**config.mk**
```make
export PLATFORM = sky130hd
export DESIGN_NAME = u2_ctrl_top
export DESIGN_NICKNAME = d
export VERILOG_FILES = /design/src/hdl/u2_ctrl_pkg.sv /design/src/hdl/front_panel_out.sv /design/src/hdl/misc_setting_regs.sv /design/src/hdl/status_readback.sv /design/src/hdl/u2_ctrl_top.sv /design/src/hdl/vita_timer.sv /design/src/hdl/wb_settings_port.sv
export SDC_FILE = /design/constraint.sdc
export NUM_CORES = 1
export LEC_CHECK = 0
export BUFFER_PORTS_ARGS = -buffer_cell sky130_fd_sc_hd__clkbuf_2
export CAP_MARGIN = 20
export CORE_ASPECT_RATIO = 0.9
export CORE_MARGIN = 4
export CORE_UTILIZATION = 45
export CTS_BUF_LIST = sky130_fd_sc_hd__clkbuf_8
export DETAILED_ROUTE_END_ITERATION = 10
export HOLD_SLACK_MARGIN = 0.02
export SYNTH_ARGS = -nofsm -noshare
export SYNTH_HDL_FRONTEND = slang
export SYNTH_SLANG_ARGS = --single-unit
```
**constraint.sdc**
```tcl
create_clock -name dsp_clk -period 6.5 [get_ports dsp_clk]
set_clock_uncertainty 0.1 [all_clocks]
set_input_delay 1.3 -clock dsp_clk [delete_from_list [all_inputs] [get_ports dsp_clk]]
set_output_delay 1.3 -clock dsp_clk [all_outputs]
set_load 0.01 [all_outputs]
```
**src/hdl/u2_ctrl_pkg.sv**
```systemverilog
//////////////////////////////
// Bus, time and pin bundles
// Settings address map and readback indices
// Compatibility number and default parameters
//////////////////////////////
`default_nettype none

package u2_ctrl_pkg;

   //////////////////////////////
   // Bundles

   typedef struct packed {
      logic        cyc;
      logic        stb;
      logic        we;
      logic [15:0] adr;   // byte address
      logic [31:0] dat;
      logic [3:0]  sel;
   } wb_req_t;

   typedef struct packed {
      logic        ack;
      logic [31:0] dat;
   } wb_rsp_t;

   typedef struct packed {
      logic        stb;
      logic [7:0]  addr;
      logic [31:0] data;
   } set_bus_t;

   typedef struct packed {
      logic [31:0] secs;
      logic [31:0] ticks;
   } vita_time_t;

   typedef struct packed {
      logic run_tx;
      logic run_rx;
      logic clk_status;
      logic link_up;
   } hw_status_t;

   typedef struct packed {
      logic       clock_ready;
      logic [1:0] clk_en;
      logic [1:0] clk_sel;
      logic       ser_enable;
      logic       ser_prbsen;
      logic       ser_loopen;
      logic       ser_rx_en;
      logic       adc_oe_a;
      logic       adc_on_a;
      logic       adc_oe_b;
      logic       adc_on_b;
      logic       phy_reset_n;
   } ctrl_pins_t;

   //////////////////////////////
   // Settings register map

   localparam logic [7:0] SR_MISC      = 8'd0;
   localparam logic [7:0] OFS_CLK      = 8'd0;
   localparam logic [7:0] OFS_SER      = 8'd1;
   localparam logic [7:0] OFS_ADC      = 8'd2;
   localparam logic [7:0] OFS_LED_SW   = 8'd3;
   localparam logic [7:0] OFS_PHY      = 8'd4;
   localparam logic [7:0] OFS_LED_SRC  = 8'd6;

   localparam logic [7:0] SR_TIME64    = 8'd10;
   localparam logic [7:0] OFS_SECS     = 8'd0;
   localparam logic [7:0] OFS_TICKS    = 8'd1;

   //////////////////////////////
   // Readback window

   localparam logic [3:0] RB_COMPAT    = 4'd0;
   localparam logic [3:0] RB_SECS      = 4'd1;
   localparam logic [3:0] RB_TICKS     = 4'd2;
   localparam logic [3:0] RB_PPS_SECS  = 4'd3;
   localparam logic [3:0] RB_PPS_TICKS = 4'd4;
   localparam logic [3:0] RB_STATUS    = 4'd5;
   localparam int         READBACK_BIT = 10;

   // Major 9, minor 0
   localparam logic [31:0] U2_COMPAT_NUM     = 32'h0009_0000;
   localparam logic [7:0]  LED_SRC_RESET     = 8'h1e;
   localparam logic [31:0] DEF_TICKS_PER_SEC = 32'd100_000_000;

endpackage

`default_nettype wire

```
**src/hdl/front_panel_out.sv**
```systemverilog
//////////////////////////////
// LED source mux
// Control pin drive from setting fields
//////////////////////////////
`timescale 1ns/100ps
`default_nettype none

module front_panel_out (
   input  wire [7:0]                     led_sw_i,
   input  wire [7:0]                     led_src_i,
   input  wire u2_ctrl_pkg::hw_status_t  hw_status_i,
   input  wire [4:0]                     clk_reg_i,
   input  wire [3:0]                     ser_reg_i,
   input  wire [3:0]                     adc_reg_i,
   input  wire                           phy_reset_i,
   output logic [7:0]                    leds_o,
   output u2_ctrl_pkg::ctrl_pins_t       ctrl_pins_o
);

   logic [7:0] led_hw;

   assign led_hw = {3'b000, hw_status_i.run_tx, hw_status_i.run_rx,
                    hw_status_i.clk_status, hw_status_i.link_up, 1'b0};

   // Source bit set picks hardware, clear picks software
   assign leds_o = (led_src_i & led_hw) | (~led_src_i & led_sw_i);

   //////////////////////////////
   // Pin unpacking, high bit first

   assign {ctrl_pins_o.clock_ready, ctrl_pins_o.clk_en, ctrl_pins_o.clk_sel} = clk_reg_i;

   assign {ctrl_pins_o.ser_enable, ctrl_pins_o.ser_prbsen,
           ctrl_pins_o.ser_loopen, ctrl_pins_o.ser_rx_en} = ser_reg_i;

   assign {ctrl_pins_o.adc_oe_a, ctrl_pins_o.adc_on_a,
           ctrl_pins_o.adc_oe_b, ctrl_pins_o.adc_on_b} = adc_reg_i;

   // Register holds reset asserted, pin is active low
   assign ctrl_pins_o.phy_reset_n = ~phy_reset_i;

endmodule

`default_nettype wire

```
**src/hdl/misc_setting_regs.sv**
```systemverilog
//////////////////////////////
// Misc setting registers
// Clock gen, SERDES, ADC, PHY reset, LED values
//////////////////////////////
`timescale 1ns/100ps
`default_nettype none

module misc_setting_regs #(
   parameter logic [7:0] MISC_BASE = u2_ctrl_pkg::SR_MISC
) (
   input  wire                         dsp_clk,
   input  wire                         arst_n_i,
   input  wire u2_ctrl_pkg::set_bus_t  set_bus_i,
   output logic [4:0]                  clk_reg_o,
   output logic [3:0]                  ser_reg_o,
   output logic [3:0]                  adc_reg_o,
   output logic                        phy_reset_o,
   output logic [7:0]                  led_sw_o,
   output logic [7:0]                  led_src_o
);
   import u2_ctrl_pkg::*;

   logic [31:0] wr_data;

   assign wr_data = set_bus_i.data;

   // One cycle from strobe to register output
   always_ff @(posedge dsp_clk or negedge arst_n_i) begin
      if (!arst_n_i) begin
         clk_reg_o   <= '0;
         ser_reg_o   <= '0;
         adc_reg_o   <= '0;
         phy_reset_o <= 1'b0;
         led_sw_o    <= '0;
         // Hardware drives LEDs 4 to 1 out of reset
         led_src_o   <= LED_SRC_RESET;
      end else if (set_bus_i.stb) begin
         case (set_bus_i.addr)
            MISC_BASE + OFS_CLK: begin
               clk_reg_o <= wr_data[4:0];
            end
            MISC_BASE + OFS_SER: begin
               ser_reg_o <= wr_data[3:0];
            end
            MISC_BASE + OFS_ADC: begin
               adc_reg_o <= wr_data[3:0];
            end
            MISC_BASE + OFS_LED_SW: begin
               led_sw_o <= wr_data[7:0];
            end
            MISC_BASE + OFS_PHY: begin
               phy_reset_o <= wr_data[0];
            end
            MISC_BASE + OFS_LED_SRC: begin
               led_src_o <= wr_data[7:0];
            end
            // Offset 5 and anything outside the block
            default: begin
            end
         endcase
      end
   end

endmodule

`default_nettype wire

```
**src/hdl/status_readback.sv**
```systemverilog
//////////////////////////////
// Readback words and index select
//////////////////////////////
`timescale 1ns/100ps
`default_nettype none

module status_readback (
   input  wire [3:0]                     rb_index_i,
   input  wire u2_ctrl_pkg::vita_time_t  time_i,
   input  wire u2_ctrl_pkg::vita_time_t  pps_time_i,
   input  wire u2_ctrl_pkg::hw_status_t  hw_status_i,
   output logic [31:0]                   rb_word_o
);
   import u2_ctrl_pkg::*;

   logic [31:0] status_word;

   // Clock status at bit 11, link at bit 10
   assign status_word = {20'd0, hw_status_i.clk_status, hw_status_i.link_up, 10'd0};

   always_comb begin
      case (rb_index_i)
         RB_COMPAT:    rb_word_o = U2_COMPAT_NUM;
         RB_SECS:      rb_word_o = time_i.secs;
         RB_TICKS:     rb_word_o = time_i.ticks;
         RB_PPS_SECS:  rb_word_o = pps_time_i.secs;
         RB_PPS_TICKS: rb_word_o = pps_time_i.ticks;
         RB_STATUS:    rb_word_o = status_word;
         // Unused slots 6 to 15
         default:      rb_word_o = 32'd0;
      endcase
   end

endmodule

`default_nettype wire

```
**src/hdl/u2_ctrl_top.sv**
```systemverilog
//////////////////////////////
// Control and status core top level
//////////////////////////////
`timescale 1ns/100ps
`default_nettype none

module u2_ctrl_top #(
   parameter logic [31:0] TICKS_PER_SEC = u2_ctrl_pkg::DEF_TICKS_PER_SEC
) (
   input  wire                          dsp_clk,
   input  wire                          arst_n_i,
   input  wire u2_ctrl_pkg::wb_req_t    wb_req_i,
   output u2_ctrl_pkg::wb_rsp_t         wb_rsp_o,
   input  wire                          pps_i,
   input  wire u2_ctrl_pkg::hw_status_t hw_status_i,
   output logic [7:0]                   leds_o,
   output u2_ctrl_pkg::ctrl_pins_t      ctrl_pins_o
);
   import u2_ctrl_pkg::*;

   set_bus_t    set_bus;
   vita_time_t  vita_time;
   vita_time_t  vita_time_pps;
   logic [3:0]  rb_index;
   logic [31:0] rb_word;
   logic [4:0]  clk_reg;
   logic [3:0]  ser_reg;
   logic [3:0]  adc_reg;
   logic        phy_reset;
   logic [7:0]  led_sw;
   logic [7:0]  led_src;

   //////////////////////////////
   // Bus side

   wb_settings_port i_wb_settings_port (
      .dsp_clk(dsp_clk), .arst_n_i(arst_n_i),
      .wb_req_i(wb_req_i), .wb_rsp_o(wb_rsp_o),
      .set_bus_o(set_bus), .rb_index_o(rb_index), .rb_word_i(rb_word));

   status_readback i_status_readback (
      .rb_index_i(rb_index), .time_i(vita_time), .pps_time_i(vita_time_pps),
      .hw_status_i(hw_status_i), .rb_word_o(rb_word));

   //////////////////////////////
   // Settings consumers

   misc_setting_regs #(.MISC_BASE(SR_MISC)) i_misc_setting_regs (
      .dsp_clk(dsp_clk), .arst_n_i(arst_n_i), .set_bus_i(set_bus),
      .clk_reg_o(clk_reg), .ser_reg_o(ser_reg), .adc_reg_o(adc_reg),
      .phy_reset_o(phy_reset), .led_sw_o(led_sw), .led_src_o(led_src));

   vita_timer #(.TIME_BASE(SR_TIME64), .TICKS_PER_SEC(TICKS_PER_SEC)) i_vita_timer (
      .dsp_clk(dsp_clk), .arst_n_i(arst_n_i), .set_bus_i(set_bus), .pps_i(pps_i),
      .time_o(vita_time), .pps_time_o(vita_time_pps));

   front_panel_out i_front_panel_out (
      .led_sw_i(led_sw), .led_src_i(led_src), .hw_status_i(hw_status_i),
      .clk_reg_i(clk_reg), .ser_reg_i(ser_reg), .adc_reg_i(adc_reg),
      .phy_reset_i(phy_reset), .leds_o(leds_o), .ctrl_pins_o(ctrl_pins_o));

endmodule

`default_nettype wire

```
**src/hdl/vita_timer.sv**
```systemverilog
//////////////////////////////
// Seconds and ticks counter
// Settings load, PPS sync and snapshot
//////////////////////////////
`timescale 1ns/100ps
`default_nettype none

module vita_timer #(
   parameter logic [7:0]  TIME_BASE     = u2_ctrl_pkg::SR_TIME64,
   parameter logic [31:0] TICKS_PER_SEC = u2_ctrl_pkg::DEF_TICKS_PER_SEC
) (
   input  wire                         dsp_clk,
   input  wire                         arst_n_i,
   input  wire u2_ctrl_pkg::set_bus_t  set_bus_i,
   input  wire                         pps_i,
   output u2_ctrl_pkg::vita_time_t     time_o,
   output u2_ctrl_pkg::vita_time_t     pps_time_o
);
   import u2_ctrl_pkg::*;

   logic        secs_wr;
   logic        ticks_wr;
   logic [31:0] secs_pend;
   logic [2:0]  pps_sync;   // two sync flops, then the edge reference
   logic        pps_rise;

   assign secs_wr  = set_bus_i.stb && (set_bus_i.addr == TIME_BASE + OFS_SECS);
   assign ticks_wr = set_bus_i.stb && (set_bus_i.addr == TIME_BASE + OFS_TICKS);
   assign pps_rise = pps_sync[1] & ~pps_sync[2];

   //////////////////////////////
   // Time counter

   // SECS is held until the TICKS write commits both halves
   always_ff @(posedge dsp_clk or negedge arst_n_i) begin
      if (!arst_n_i) begin
         secs_pend <= '0;
         time_o    <= '0;
      end else begin
         if (secs_wr)
            secs_pend <= set_bus_i.data;
         if (ticks_wr) begin
            time_o.secs  <= secs_pend;
            time_o.ticks <= set_bus_i.data;
         end else if (time_o.ticks == TICKS_PER_SEC - 1) begin
            time_o.ticks <= '0;
            time_o.secs  <= time_o.secs + 32'd1;
         end else begin
            time_o.ticks <= time_o.ticks + 32'd1;
         end
      end
   end

   //////////////////////////////
   // PPS capture

   always_ff @(posedge dsp_clk or negedge arst_n_i) begin
      if (!arst_n_i) begin
         pps_sync   <= '0;
         pps_time_o <= '0;
      end else begin
         pps_sync <= {pps_sync[1:0], pps_i};
         if (pps_rise)
            pps_time_o <= time_o;
      end
   end

   // Wrap keeps the tick count inside one second
   a_ticks_range : assert property (@(posedge dsp_clk) disable iff (!arst_n_i)
      time_o.ticks < TICKS_PER_SEC);

endmodule

`default_nettype wire

```
**src/hdl/wb_settings_port.sv**
```systemverilog
//////////////////////////////
// Wishbone classic slave
// Settings writes and readback reads
//////////////////////////////
`timescale 1ns/100ps
`default_nettype none

module wb_settings_port (
   input  wire                        dsp_clk,
   input  wire                        arst_n_i,
   input  wire u2_ctrl_pkg::wb_req_t  wb_req_i,
   output u2_ctrl_pkg::wb_rsp_t       wb_rsp_o,
   output u2_ctrl_pkg::set_bus_t      set_bus_o,
   output logic [3:0]                 rb_index_o,
   input  wire [31:0]                 rb_word_i
);
   import u2_ctrl_pkg::*;

   logic        req_new;
   logic        rb_window;
   logic        ack_q;
   logic        stb_q;
   logic [7:0]  addr_q;
   logic [31:0] wdata_q;
   logic [31:0] rdata_q;

   // Accept only while ack is low, one transfer per request
   assign req_new    = wb_req_i.cyc & wb_req_i.stb & ~ack_q;
   assign rb_window  = wb_req_i.adr[READBACK_BIT];
   assign rb_index_o = wb_req_i.adr[5:2];

   always_ff @(posedge dsp_clk or negedge arst_n_i) begin
      if (!arst_n_i) begin
         ack_q <= 1'b0;
         stb_q <= 1'b0;
      end else begin
         ack_q <= req_new;
         // Writes into the readback window are acked and dropped
         stb_q <= req_new & wb_req_i.we & ~rb_window;
      end
   end

   always_ff @(posedge dsp_clk) begin
      if (req_new) begin
         addr_q  <= wb_req_i.adr[9:2];
         wdata_q <= wb_req_i.dat;
         // Settings window reads back as zero
         rdata_q <= (rb_window && !wb_req_i.we) ? rb_word_i : 32'd0;
      end
   end

   assign wb_rsp_o  = '{ack: ack_q, dat: rdata_q};
   assign set_bus_o = '{stb: stb_q, addr: addr_q, data: wdata_q};

   //////////////////////////////
   // Protocol checks

   // A held request sees a gap before its next ack
   a_ack_gap : assert property (@(posedge dsp_clk) disable iff (!arst_n_i)
      ack_q |=> !ack_q);

   // Every ack answers cyc and stb from the cycle before
   a_ack_req : assert property (@(posedge dsp_clk) disable iff (!arst_n_i)
      ack_q |-> $past(wb_req_i.cyc && wb_req_i.stb));

endmodule

`default_nettype wire

```
=== After elaboration in Yosys (flattened, before gate mapping) ===
Index checks and enable logic that the tools add are counted.
Widths: inputs -> output; s select.

* Bitwise gates (word level): 13
* Equal/unequal tests: 13
* Multiplexer cells: 4
* Reductions and logical operators: 13
* Add/sub/neg operators: 2

{| class="wikitable"
|+ Operators by type and width
! cell !! count
|-
| $pmux 32 s6 || 1
|-
| $add 32x1->32 const B || 2
|-
| $mux 32 || 2
|-
| $mux 64 || 1
|-
| $eq 32x27->1 const B || 1
|-
| $eq 8x2->1 const B || 2
|-
| $eq 8x3->1 const B || 2
|-
| $eq 8x4->1 const B || 2
|-
| $reduce_and 2->1 || 6
|-
| $and 8x5->8 || 1
|-
| $and 8x8->8 || 1
|-
| $eq 4x2->1 const B || 2
|-
| $eq 4x3->1 const B || 2
|-
| $eq 8x1->1 const B || 1
|-
| $logic_not 8->1 || 1
|-
| $not 8->8 || 1
|-
| $or 8x8->8 || 1
|-
| $and 1x1->1 || 5
|-
| $eq 4x1->1 const B || 1
|-
| $logic_not 4->1 || 1
|-
| $not 1->1 || 4
|-
| $logic_and 1x1->1 || 3
|-
| $reduce_bool 2->1 || 1
|-
| $logic_not 1->1 || 1
|}

* Flip-flop bits (word level): 267
* Logic and storage cells: 62
* Input bits: 62
* Output and inout bits: 55

=== Logic depth before layout (Yosys ltp) ===
Gate-level depths: netlist (run 1).

* Depth in word-level cells: 4
* Mapped depth: 9
* Gate-level depth less buffers: 7

=== Modules after synthesis ===
A second synthesis (run 1) with hierarchy kept.

* Cells, all modules: 1032
* Area total of the unflattened synthesis: 12462.0 um^2

{| class="wikitable"
|+ Modules (own cells, without submodules)
! module !! instances !! seq. area each (um^2) !! area each (um^2) !! cells each
|-
| vita_timer || 1 || 4078.9 || 7607.3 || 686
|-
| wb_settings_port || 1 || 2212.1 || 2547.4 || 119
|-
| misc_setting_regs || 1 || 755.7 || 1203.7 || 72
|-
| status_readback || 1 || 0.0 || 917.1 || 133
|-
| front_panel_out || 1 || 0.0 || 186.4 || 22
|}

=== Worst setup path before layout (run 1) ===
Ideal clock, no wire load.

* Kind: input to register
* Start: input wb_req_i[54] (netlist name)
* End: register i_wb_settings_port.addr_q[0] (enable)
* Stages: 2
* Arrival: 4.406 ns
* Buffers on the path: 0
* Setup time: 0.505 ns
* Slack: 1.490 ns
* Required time: 5.895 ns
* Path through: nand2_1 nor2_1

* Longest elaborated chain between the ends: 2

{| class="wikitable"
|+ Ends and longest elaborated chain
! what !! RTL line !! RTL
|-
| start, declared || u2_ctrl_top.sv:12 || <nowiki>input wire u2_ctrl_pkg::wb_req_t wb_req_i,</nowiki>
|-
| $and 1x1->1 (2 in a row) || wb_settings_port.sv:28 || <nowiki>assign req_new = wb_req_i.cyc & wb_req_i.stb & ~ack_q;</nowiki>
|-
| via i_wb_settings_port.req_new || wb_settings_port.sv:19 || <nowiki>logic req_new;</nowiki>
|-
| end signal, assigned || wb_settings_port.sv:45 || <nowiki>addr_q <= wb_req_i.adr[9:2];</nowiki>
|-
| end, declared || wb_settings_port.sv:23 || <nowiki>logic [7:0] addr_q;</nowiki>
|}

The timed path passes the listed nets, and every way through them passes these cells.
A chain may end at the register's enable or synchronous reset.

=== Final worst setup path (run 1) ===
* Start: input hw_status_i[0] (netlist name)
* End: output leds_o[1]

* Longest elaborated chain between the ends: 2

{| class="wikitable"
|+ Ends and longest elaborated chain
! what !! RTL line !! RTL
|-
| start, declared || u2_ctrl_top.sv:15 || <nowiki>input wire u2_ctrl_pkg::hw_status_t hw_status_i,</nowiki>
|-
| $and 8x5->8 || front_panel_out.sv:26 || <nowiki>assign leds_o = (led_src_i & led_hw) | (~led_src_i & led_sw_i);</nowiki>
|-
| $or 8x8->8 || front_panel_out.sv:26 ||
|-
| end, declared || u2_ctrl_top.sv:16 || <nowiki>output logic [7:0] leds_o,</nowiki>
|}

No other way between the ends.

==> results of run 1 <==
[layer usage]
layer,part of all wire,wire [um],GRT usage,vias up
li1,-,-,-,3599
met1,0.53,14200,0.3242,3756
met2,0.39,10450,0.2427,219
met3,0.063,1682,0.03479,42
met4,0.020,532,0.05661,0
met5,0,0,0,-
[how the worst max path moves through the flow]
stage,slack [ns],from,cells past startpoint,endpoint
finish,3.25,hw_status_i[0],3,leds_o[1]
floorplan,1.49,wb_req_i[54],2,i_wb_settings_port.addr_q[0]
detailed placement,3.05,wb_req_i[54],4,i_wb_settings_port.rdata_q[5]
CTS,3.26,hw_status_i[0],3,leds_o[1]
global placement,3.12,wb_req_i[54],4,i_wb_settings_port.addr_q[0]
global route,3.18,i_vita_timer.time_o[25],5,i_vita_timer.time_o[14]
[power breakdown]
group	switching (mW)	leakage, nW	internal (mW)	total (mW)
Clock	0.658	0.526	0.719	1.38
Combinational	0.0940	1.90	0.0695	0.163
Sequential	0.0707	3.35	1.79	1.86
[cells by family (layout without fill, tap and decap cells)]
| family | Yosys count | after routing |
|---|---|---|
| simple gates | 236 | 236 |
| mux | 131 | 131 |
| flops | 267 | 267 |
| xor+xnor | 58 | 58 |
| fa+ha+maj | 2 | 2 |
| compound gates | 166 | 166 |
| buf+inv | 59 | 209 |
| other cells | 0 | 1 |
[cell type report]
cell class | instances | area [um2] | share of cell area
Clock buffer | 51 | 701.9 | 0.05285
Timing Repair Buffer | 118 | 631.9 | 0.04757
Antenna cell | 1 | 2.502 | 0.0001884
Sequential cell | 267 | 7047 | 0.5306
Inverter | 6 | 22.52 | 0.001696
Multi-Input combinational cell | 593 | 4309 | 0.3244
Clock inverter | 34 | 138.9 | 0.01046
Tap cell | 342 | 427.9 | 0.03222
[cells in the final DEF, fill, tap and decap left out, drive strengths merged]
cell type    n
nand2       89
mux2       128
xnor2       30
nor4b        5
xor2        28
mux2i        3
and4         9
or4          1
nand3       26
inv         34
nor3        16
and2         5
and3        14
edfxtp      72
or3          5
buf         13
clkbuf     156
dfstp        4
nor2        26
nor4bb       1
ha           2
a31oi        3
nor4         8
clkinv       6
a21o         1
diode        1
dfrtp      191
nor2b        9
o21ai       48
nor3b        4
o31ai       13
a211oi       1
a22oi       58
nand4       18
a21oi       42
[sequential cells by signal (all words and copies together) (netlist names)]
signal	flops
i_wb_settings_port.ack_q	1
i_misc_setting_regs.adc_reg_o	4
i_misc_setting_regs.phy_reset_o	1
i_misc_setting_regs.ser_reg_o	4
i_misc_setting_regs.led_src_o	8
i_wb_settings_port.stb_q	1
i_wb_settings_port.addr_q	8
i_wb_settings_port.wdata_q	32
i_misc_setting_regs.led_sw_o	8
i_wb_settings_port.rdata_q	32
i_vita_timer.time_o	64
i_vita_timer.secs_pend	32
i_misc_setting_regs.clk_reg_o	5
i_vita_timer.pps_sync	3
i_vita_timer.pps_time_o	64
[critical path, cell delays in order]
cell	delay, ns
clkbuf_2	0.13
mux2_2	0.29
clkbuf_2	0.13
[per-stage QoR]
stage,area (um2),util
floorplan,11550,-
global placement,12440,0.4938
detailed placement,12440,0.4938
CTS,13280,0.5272
global route,13280,0.5272
finish,13280,0.5273
==> results.tsv, run 1 <==
metric	value	unit
Critical Path AT	1.85	ns
CTS tree	built	
simple-gate share of the synthesized area	0.1071	
detailed router's first-iteration violation count	713	
via count normalized by instance count	5.394	
Hold WC Path Type	reg2reg	
worst IR drop on VDD	0.1497	mV
Cell Area, Synth	11550	um2
Final Max Tran Viols	0	
post-synthesis sequential area ratio	0.6103	
cell accounting for the most synthesized area	dfrtp_1	
detailed-router iteration count before antenna repair	5	
ratio of final minimum period to clock period	0.5007	
startpoint of the most critical register-to-register path	i_vita_timer.time_o[25]	
final std cells w/o fill	1412	
dominant combinational cell family by area after synthesis	multiplexers	
share of the synthesized area in the top cell type	0.4139	
routed wire length per instance	19.02	um
Synth-to-Final Area Change	15.02	%
areal power density over the cells	256.0	nW/um2
endpoint with the worst hold slack	i_vita_timer.pps_sync[1]	
most common cell in the netlist	dfrtp_1	
number of enable-type register cells in the synthesized netlist	72	
final setup violation count	0	
fraction of final layout cells with drive strength greater than 1	0.2965	
Core Box Area	25190	um2
first-pass GRT wire length	42790	um
Least-Margin Pin Slew	1.013	ns
Hold-fix buffers, CTS	0	
synthesized-area fraction occupied by adder cells	0.002167	
Num Clock Sinks	267	
area of the die	28290	um2
fraction of synthesized cell area in xor and xnor cells	0.04399	
Main synth FF type	dfrtp_1	
TritonCTS buffer count	46	
top cell types by occurrence after synthesis	dfrtp_1 (191), mux2_2 (128), nand2_1 (89)	
cell count after synthesis	919	
clock insertion delay at the later pin of the skew report	0.55	ns
total design power	3.400	mW
number of storage elements in the synthesis netlist	267	
max-slew headroom at the worst pin	0.3229	
worst setup margin	3.246	ns
Global Route Usage Sum	0.1908	
shortest clock period the worst path allows after layout	3.254	ns
number of stages on the worst hold path	0	
Synthesis Warnings	0	
crit path capture type	output pin	
Yosys cell types	44	
Static Leakage	5.779	nW
DP Worst Slack	3.054	ns
CP Max Fanout	2	
nets in the synthesized netlist	983	
Worst Setup Start Kind	input pin	
post-synthesis compound-gate area fraction	0.08809	
synthesized area per cell	12.57	um2
antenna violations before repair	0	
reg-to-reg endpoint	i_vita_timer.time_o[14]	
FMAX	307.3	MHz
setup_tns	0	ns
worst hold start	i_vita_timer.pps_sync[0]	
number of nets in the layout	1096	
Final Hold Vio Count	0	
hold slack	0.2494	ns
Reg2Reg Depth	5	
number of gates resized after CTS	0	
H-Tree Depth	2	
Cells after DPL	1326	
number of fill cells	2289	
number of standard-cell rows in the floorplan	55	
routability congestion estimate from global placement	0.8168	
root buf cell	clkbuf_8	
run status	finished clean	
DIE WIDTH	176.9	um
input/output buffers	105	
total of max-cap violations	0	
vertical die dimension	160.0	um
cell types with the largest area share after synthesis	dfrtp_1 (41%), edfxtp_1 (19%), mux2_2 (12%)	
flop-to-flop setup slack	3.43	ns
multiplexer fraction of the synthesized cell area	0.1274	
initial standard-cell utilization of the core	0.4585	
residual antenna-violating net count after detailed routing	0	
Async SR Flop Fraction	0.7303	
Setup Buffers After CTS	0	
wire length reported by the detailed router	26860	um
Longest Clk Path Bufs	3	
RSZ-0062 raised after global routing	no	
Final HPWL DP	17610	um
clock slew seen by the registers of the worst setup and hold paths	0.06	ns
WS Path Type	in2out	
top-level I/O count	117	
CP Data Required Time	5.10	ns
residual DRC count	0	
via count of the routed design	7616	
via count of the first global-routing pass	7520	
pin count of the biggest net entering global routing	110	
GR Overflow Total	0	
(Power assumes the default switching activity.)
==> run 2, diff against run 1 <==
ABC_AREA = 1   (was not set)
clock period = 3.05 ns   (was 6.5 ns; I/O delays follow)
==> run 2 against run 1 <==
Effect of this change: combinational power grew to 2.9 times the previous value; highest routed layer unchanged; clock power is 140% higher; critical endpoint is now i_vita_timer.time_o[57]; critical path depth is 6 higher; non-clock buffer count is 15 higher; via count is 42% higher; utilization is 0.18 points higher; setup slack worse by 2.6 ns; design area is 12% higher; total power is 120% higher; hold slack worse by 0.18 ns; routed wire length is 36% higher.
==> results.tsv, run 2 <==
metric	value	unit	change
wire length reported by the detailed router	36430	um	+36%
Cell Area, Synth	12910	um2	+12%
Cells after DPL	2021		+52%
most common library cell in the layout ignoring fill and taps	nand2_1		
final setup violation count	0		unchanged
GR Overflow Total	0		unchanged
Internal	5.757	mW	+120%
cell accounting for the most synthesized area	dfrtp_1		
ratio of final minimum period to clock period	0.7822		
routability congestion estimate from global placement	0.9739		+19%
Least-Margin Pin Slew	0.7293	ns	-0.2839 ns
Worst Setup Start Kind	flip-flop		
proportion of total power due to net switching	0.2459		+0.003941
cell count after synthesis	1584		+72%
FMAX	419.2	MHz	
Async SR Flop Fraction	0.7303		unchanged
flop-to-flop setup slack	0.66	ns	-2.77 ns
shortest clock period the worst path allows after layout	2.386	ns	
DIE WIDTH	186.5	um	+5.5%
crit path capture type	flip-flop		
Synth-to-Final Area Change	15.11	%	about the same
detailed-router iteration count before antenna repair	5		unchanged
Synthesis Warnings	0		unchanged
post-synthesis sequential area ratio	0.5459		-0.06436
Comb power frac	0.063		+0.015
vertical die dimension	168.7	um	+5.4%
synthesized area per cell	8.149	um2	-35%
pin count of the biggest net entering global routing	74		-33%
Critical Path AT	2.76	ns	+0.91 ns
top cell types by occurrence after synthesis	nand2_1 (452), dfrtp_1 (191), nor2_1 (186)		
TritonCTS buffer count	46		unchanged
Longest Clk Path Bufs	3		unchanged
routed wire length per instance	17.27	um	-9.2%
residual antenna-violating net count after detailed routing	0		unchanged
number of nets in the layout	1774		+62%
H-Tree Depth	2		unchanged
CP Max Fanout	22		+20
residual DRC count	0		unchanged
final std cells w/o fill	2109		+49%
run status	finished clean		
Final Max Tran Viols	0		unchanged
Psw	1.877	mW	+130%
clock network power share	0.428		+0.023
most used cells in the layout excluding fill and tap cells	nand2_1 (451), inv_1 (204), dfrtp_1 (191)		
placed inst area	13910	um2	+12%
Yosys cell types	33		-25%
largest registers	i_vita_timer.pps_time_o (64), i_vita_timer.time_o (64)		
fraction of final layout cells with drive strength greater than 1	0.1373		-0.1592
via count normalized by instance count	5.117		-5.1%
number of storage elements in the synthesis netlist	267		unchanged
area of the die	31460	um2	+11%
areal power density over the cells	513.7	nW/um2	+100%
Hold WC Path Type	in2reg		
antenna violations before repair	1		+1
RSZ-0062 raised after global routing	no		
Final HPWL DP	26470	um	+50%
setup_tns	0	ns	unchanged
number of fill cells	2720		+19%
nets in the synthesized netlist	1648		+68%
Final Hold Vio Count	0		unchanged
clock slew seen by the registers of the worst setup and hold paths	0.06	ns	about the same
via count of the first global-routing pass	10300		+37%
cell types with the largest area share after synthesis	dfrtp_1 (37%), edfxtp_1 (17%), nand2_1 (13%)		
WS Path Type	reg2reg		
CTS tree	built		
Main synth FF type	dfrtp_1		
first-pass GRT wire length	57850	um	+35%
Core Box Area	28080	um2	+12%
Sequential Power Share	0.509		-0.038
top-level I/O count	117		unchanged
worst IR drop on VDD	0.5158	mV	+240%
most common cell in the netlist	nand2_1		
initial standard-cell utilization of the core	0.4596		+0.001166
number of enable-type register cells in the synthesized netlist	72		unchanged
Setup Buffers After CTS	0		unchanged
number of gates resized after CTS	0		unchanged
Post-Layout Inst Area	14860	um2	+12%
clock insertion delay at the later pin of the skew report	0.56	ns	about the same
max-slew headroom at the worst pin	0.5120		+0.1891
Static Leakage	6.739	nW	+17%
Num Clock Sinks	267		unchanged
via count of the routed design	10790		+42%
input/output buffers	105		unchanged
Global Route Usage Sum	0.2307		+0.03983
CP Data Required Time	3.42	ns	-1.68 ns
total of max-cap violations	0		unchanged
share of the synthesized area in the top cell type	0.3703		-0.04365
number of standard-cell rows in the floorplan	58		+5.5%
root buf cell	clkbuf_8		
detailed router's first-iteration violation count	988		+39%
[run 2: cell count changes after synthesis, sizes merged, moves of 11 or more]
cell,before,now
xnor2,30,0
xor2,28,15
a21oi,42,1
o22ai,0,41
nor3,16,5
and3,14,0
inv,6,187
nand3,26,146
a22oi,58,0
mux2,128,16
nand2,89,459
o21ai,48,171
nor2,26,194
o31ai,13,0
[run 2: layout make-up]
cell class,count,area [um2],share of cell area
Clock inverter,34,224.0,0.01507
Tap cell,360,450.4,0.03031
Clock buffer,52,715.7,0.04816
Inverter,187,701.9,0.04724
Multi-Input combinational cell,1075,4933,0.3320
Timing Repair Buffer,133,784.5,0.05280
Sequential cell,267,7047,0.4742
Antenna cell,1,2.502,0.0001684
[run 2: metrics by stage]
step                        util  power [mW]  setup WS (ns)  hold WS [ns]
after CTS                 0.5290       7.715         0.6536       0.04343
final                     0.5291       7.633         0.6642       0.06705
after floorplan                -       4.181         0.7627        0.2144
after detailed placement  0.4952       4.433         0.6823        0.2420
after global routing      0.5290       7.983         0.4713       0.04655
after global placement    0.4952       4.424         0.7087        0.2524
[run 2: repair_timing]
action	in CTS	in global routing
hold endpoints to repair	58	0
endpoints found under the setup margin	0	0
hold buffers	1	0
[run 2: kinds of logic after synthesis]
family / count (synthesis) / synth area share
flops: 267 / 0.5459
compound gates: 217 / 0.08888
xor+xnor: 15 / 0.01018
simple gates: 825 / 0.2657
mux: 16 / 0.01396
fa+ha+maj: 2 / 0.001938
buf+inv: 242 / 0.07347
[run 2: worst max-delay path, cell delays in order, from the launching register on]
cell and delay, ns:
dfrtp_1 0.39, ha_1 0.23, nand2_2 0.10, nor2_4 0.17
nand2_2 0.15, nor2_4 0.15, nand2_4 0.17, nor2_4 0.51
nand3_1 0.19, nand2_1 0.12
[run 2: worst paths after layout]
| check | endpoint | cells after the start | startpoint |
|---|---|---|---|
| min reg2reg | i_vita_timer.pps_sync[1] | 0 | i_vita_timer.pps_sync[0] |
| max in group asynchronous | i_vita_timer.time_o[21] | 3 | arst_n_i |
| max reg2reg | i_vita_timer.time_o[57] | 9 | i_vita_timer.time_o[0] |
| max | i_vita_timer.time_o[57] | 9 | i_vita_timer.time_o[0] |
| min in group asynchronous | i_vita_timer.pps_time_o[2] | 2 | arst_n_i |
| min | i_vita_timer.pps_sync[0] | 1 | pps_i |
[run 2: layer usage]
metal | GRT usage | share of wire | vias up
li1 | - | - | 5374
met1 | 0.3566 | 0.50 | 5055
met2 | 0.3395 | 0.42 | 310
met3 | 0.03918 | 0.061 | 52
met4 | 0.05754 | 0.022 | 0
met5 | 0 | 0 | -
[run 2: power by group through the flow]
stage	logic (mW)	registers, mW	clock network, mW
6_report	0.480	3.89	3.26
5_1_grt	0.545	3.90	3.54
4_1_cts	0.483	3.89	3.34
3_5_place_dp	0.480	3.95	0
3_3_place_gp	0.476	3.95	0
2_1_floorplan	0.243	3.94	0
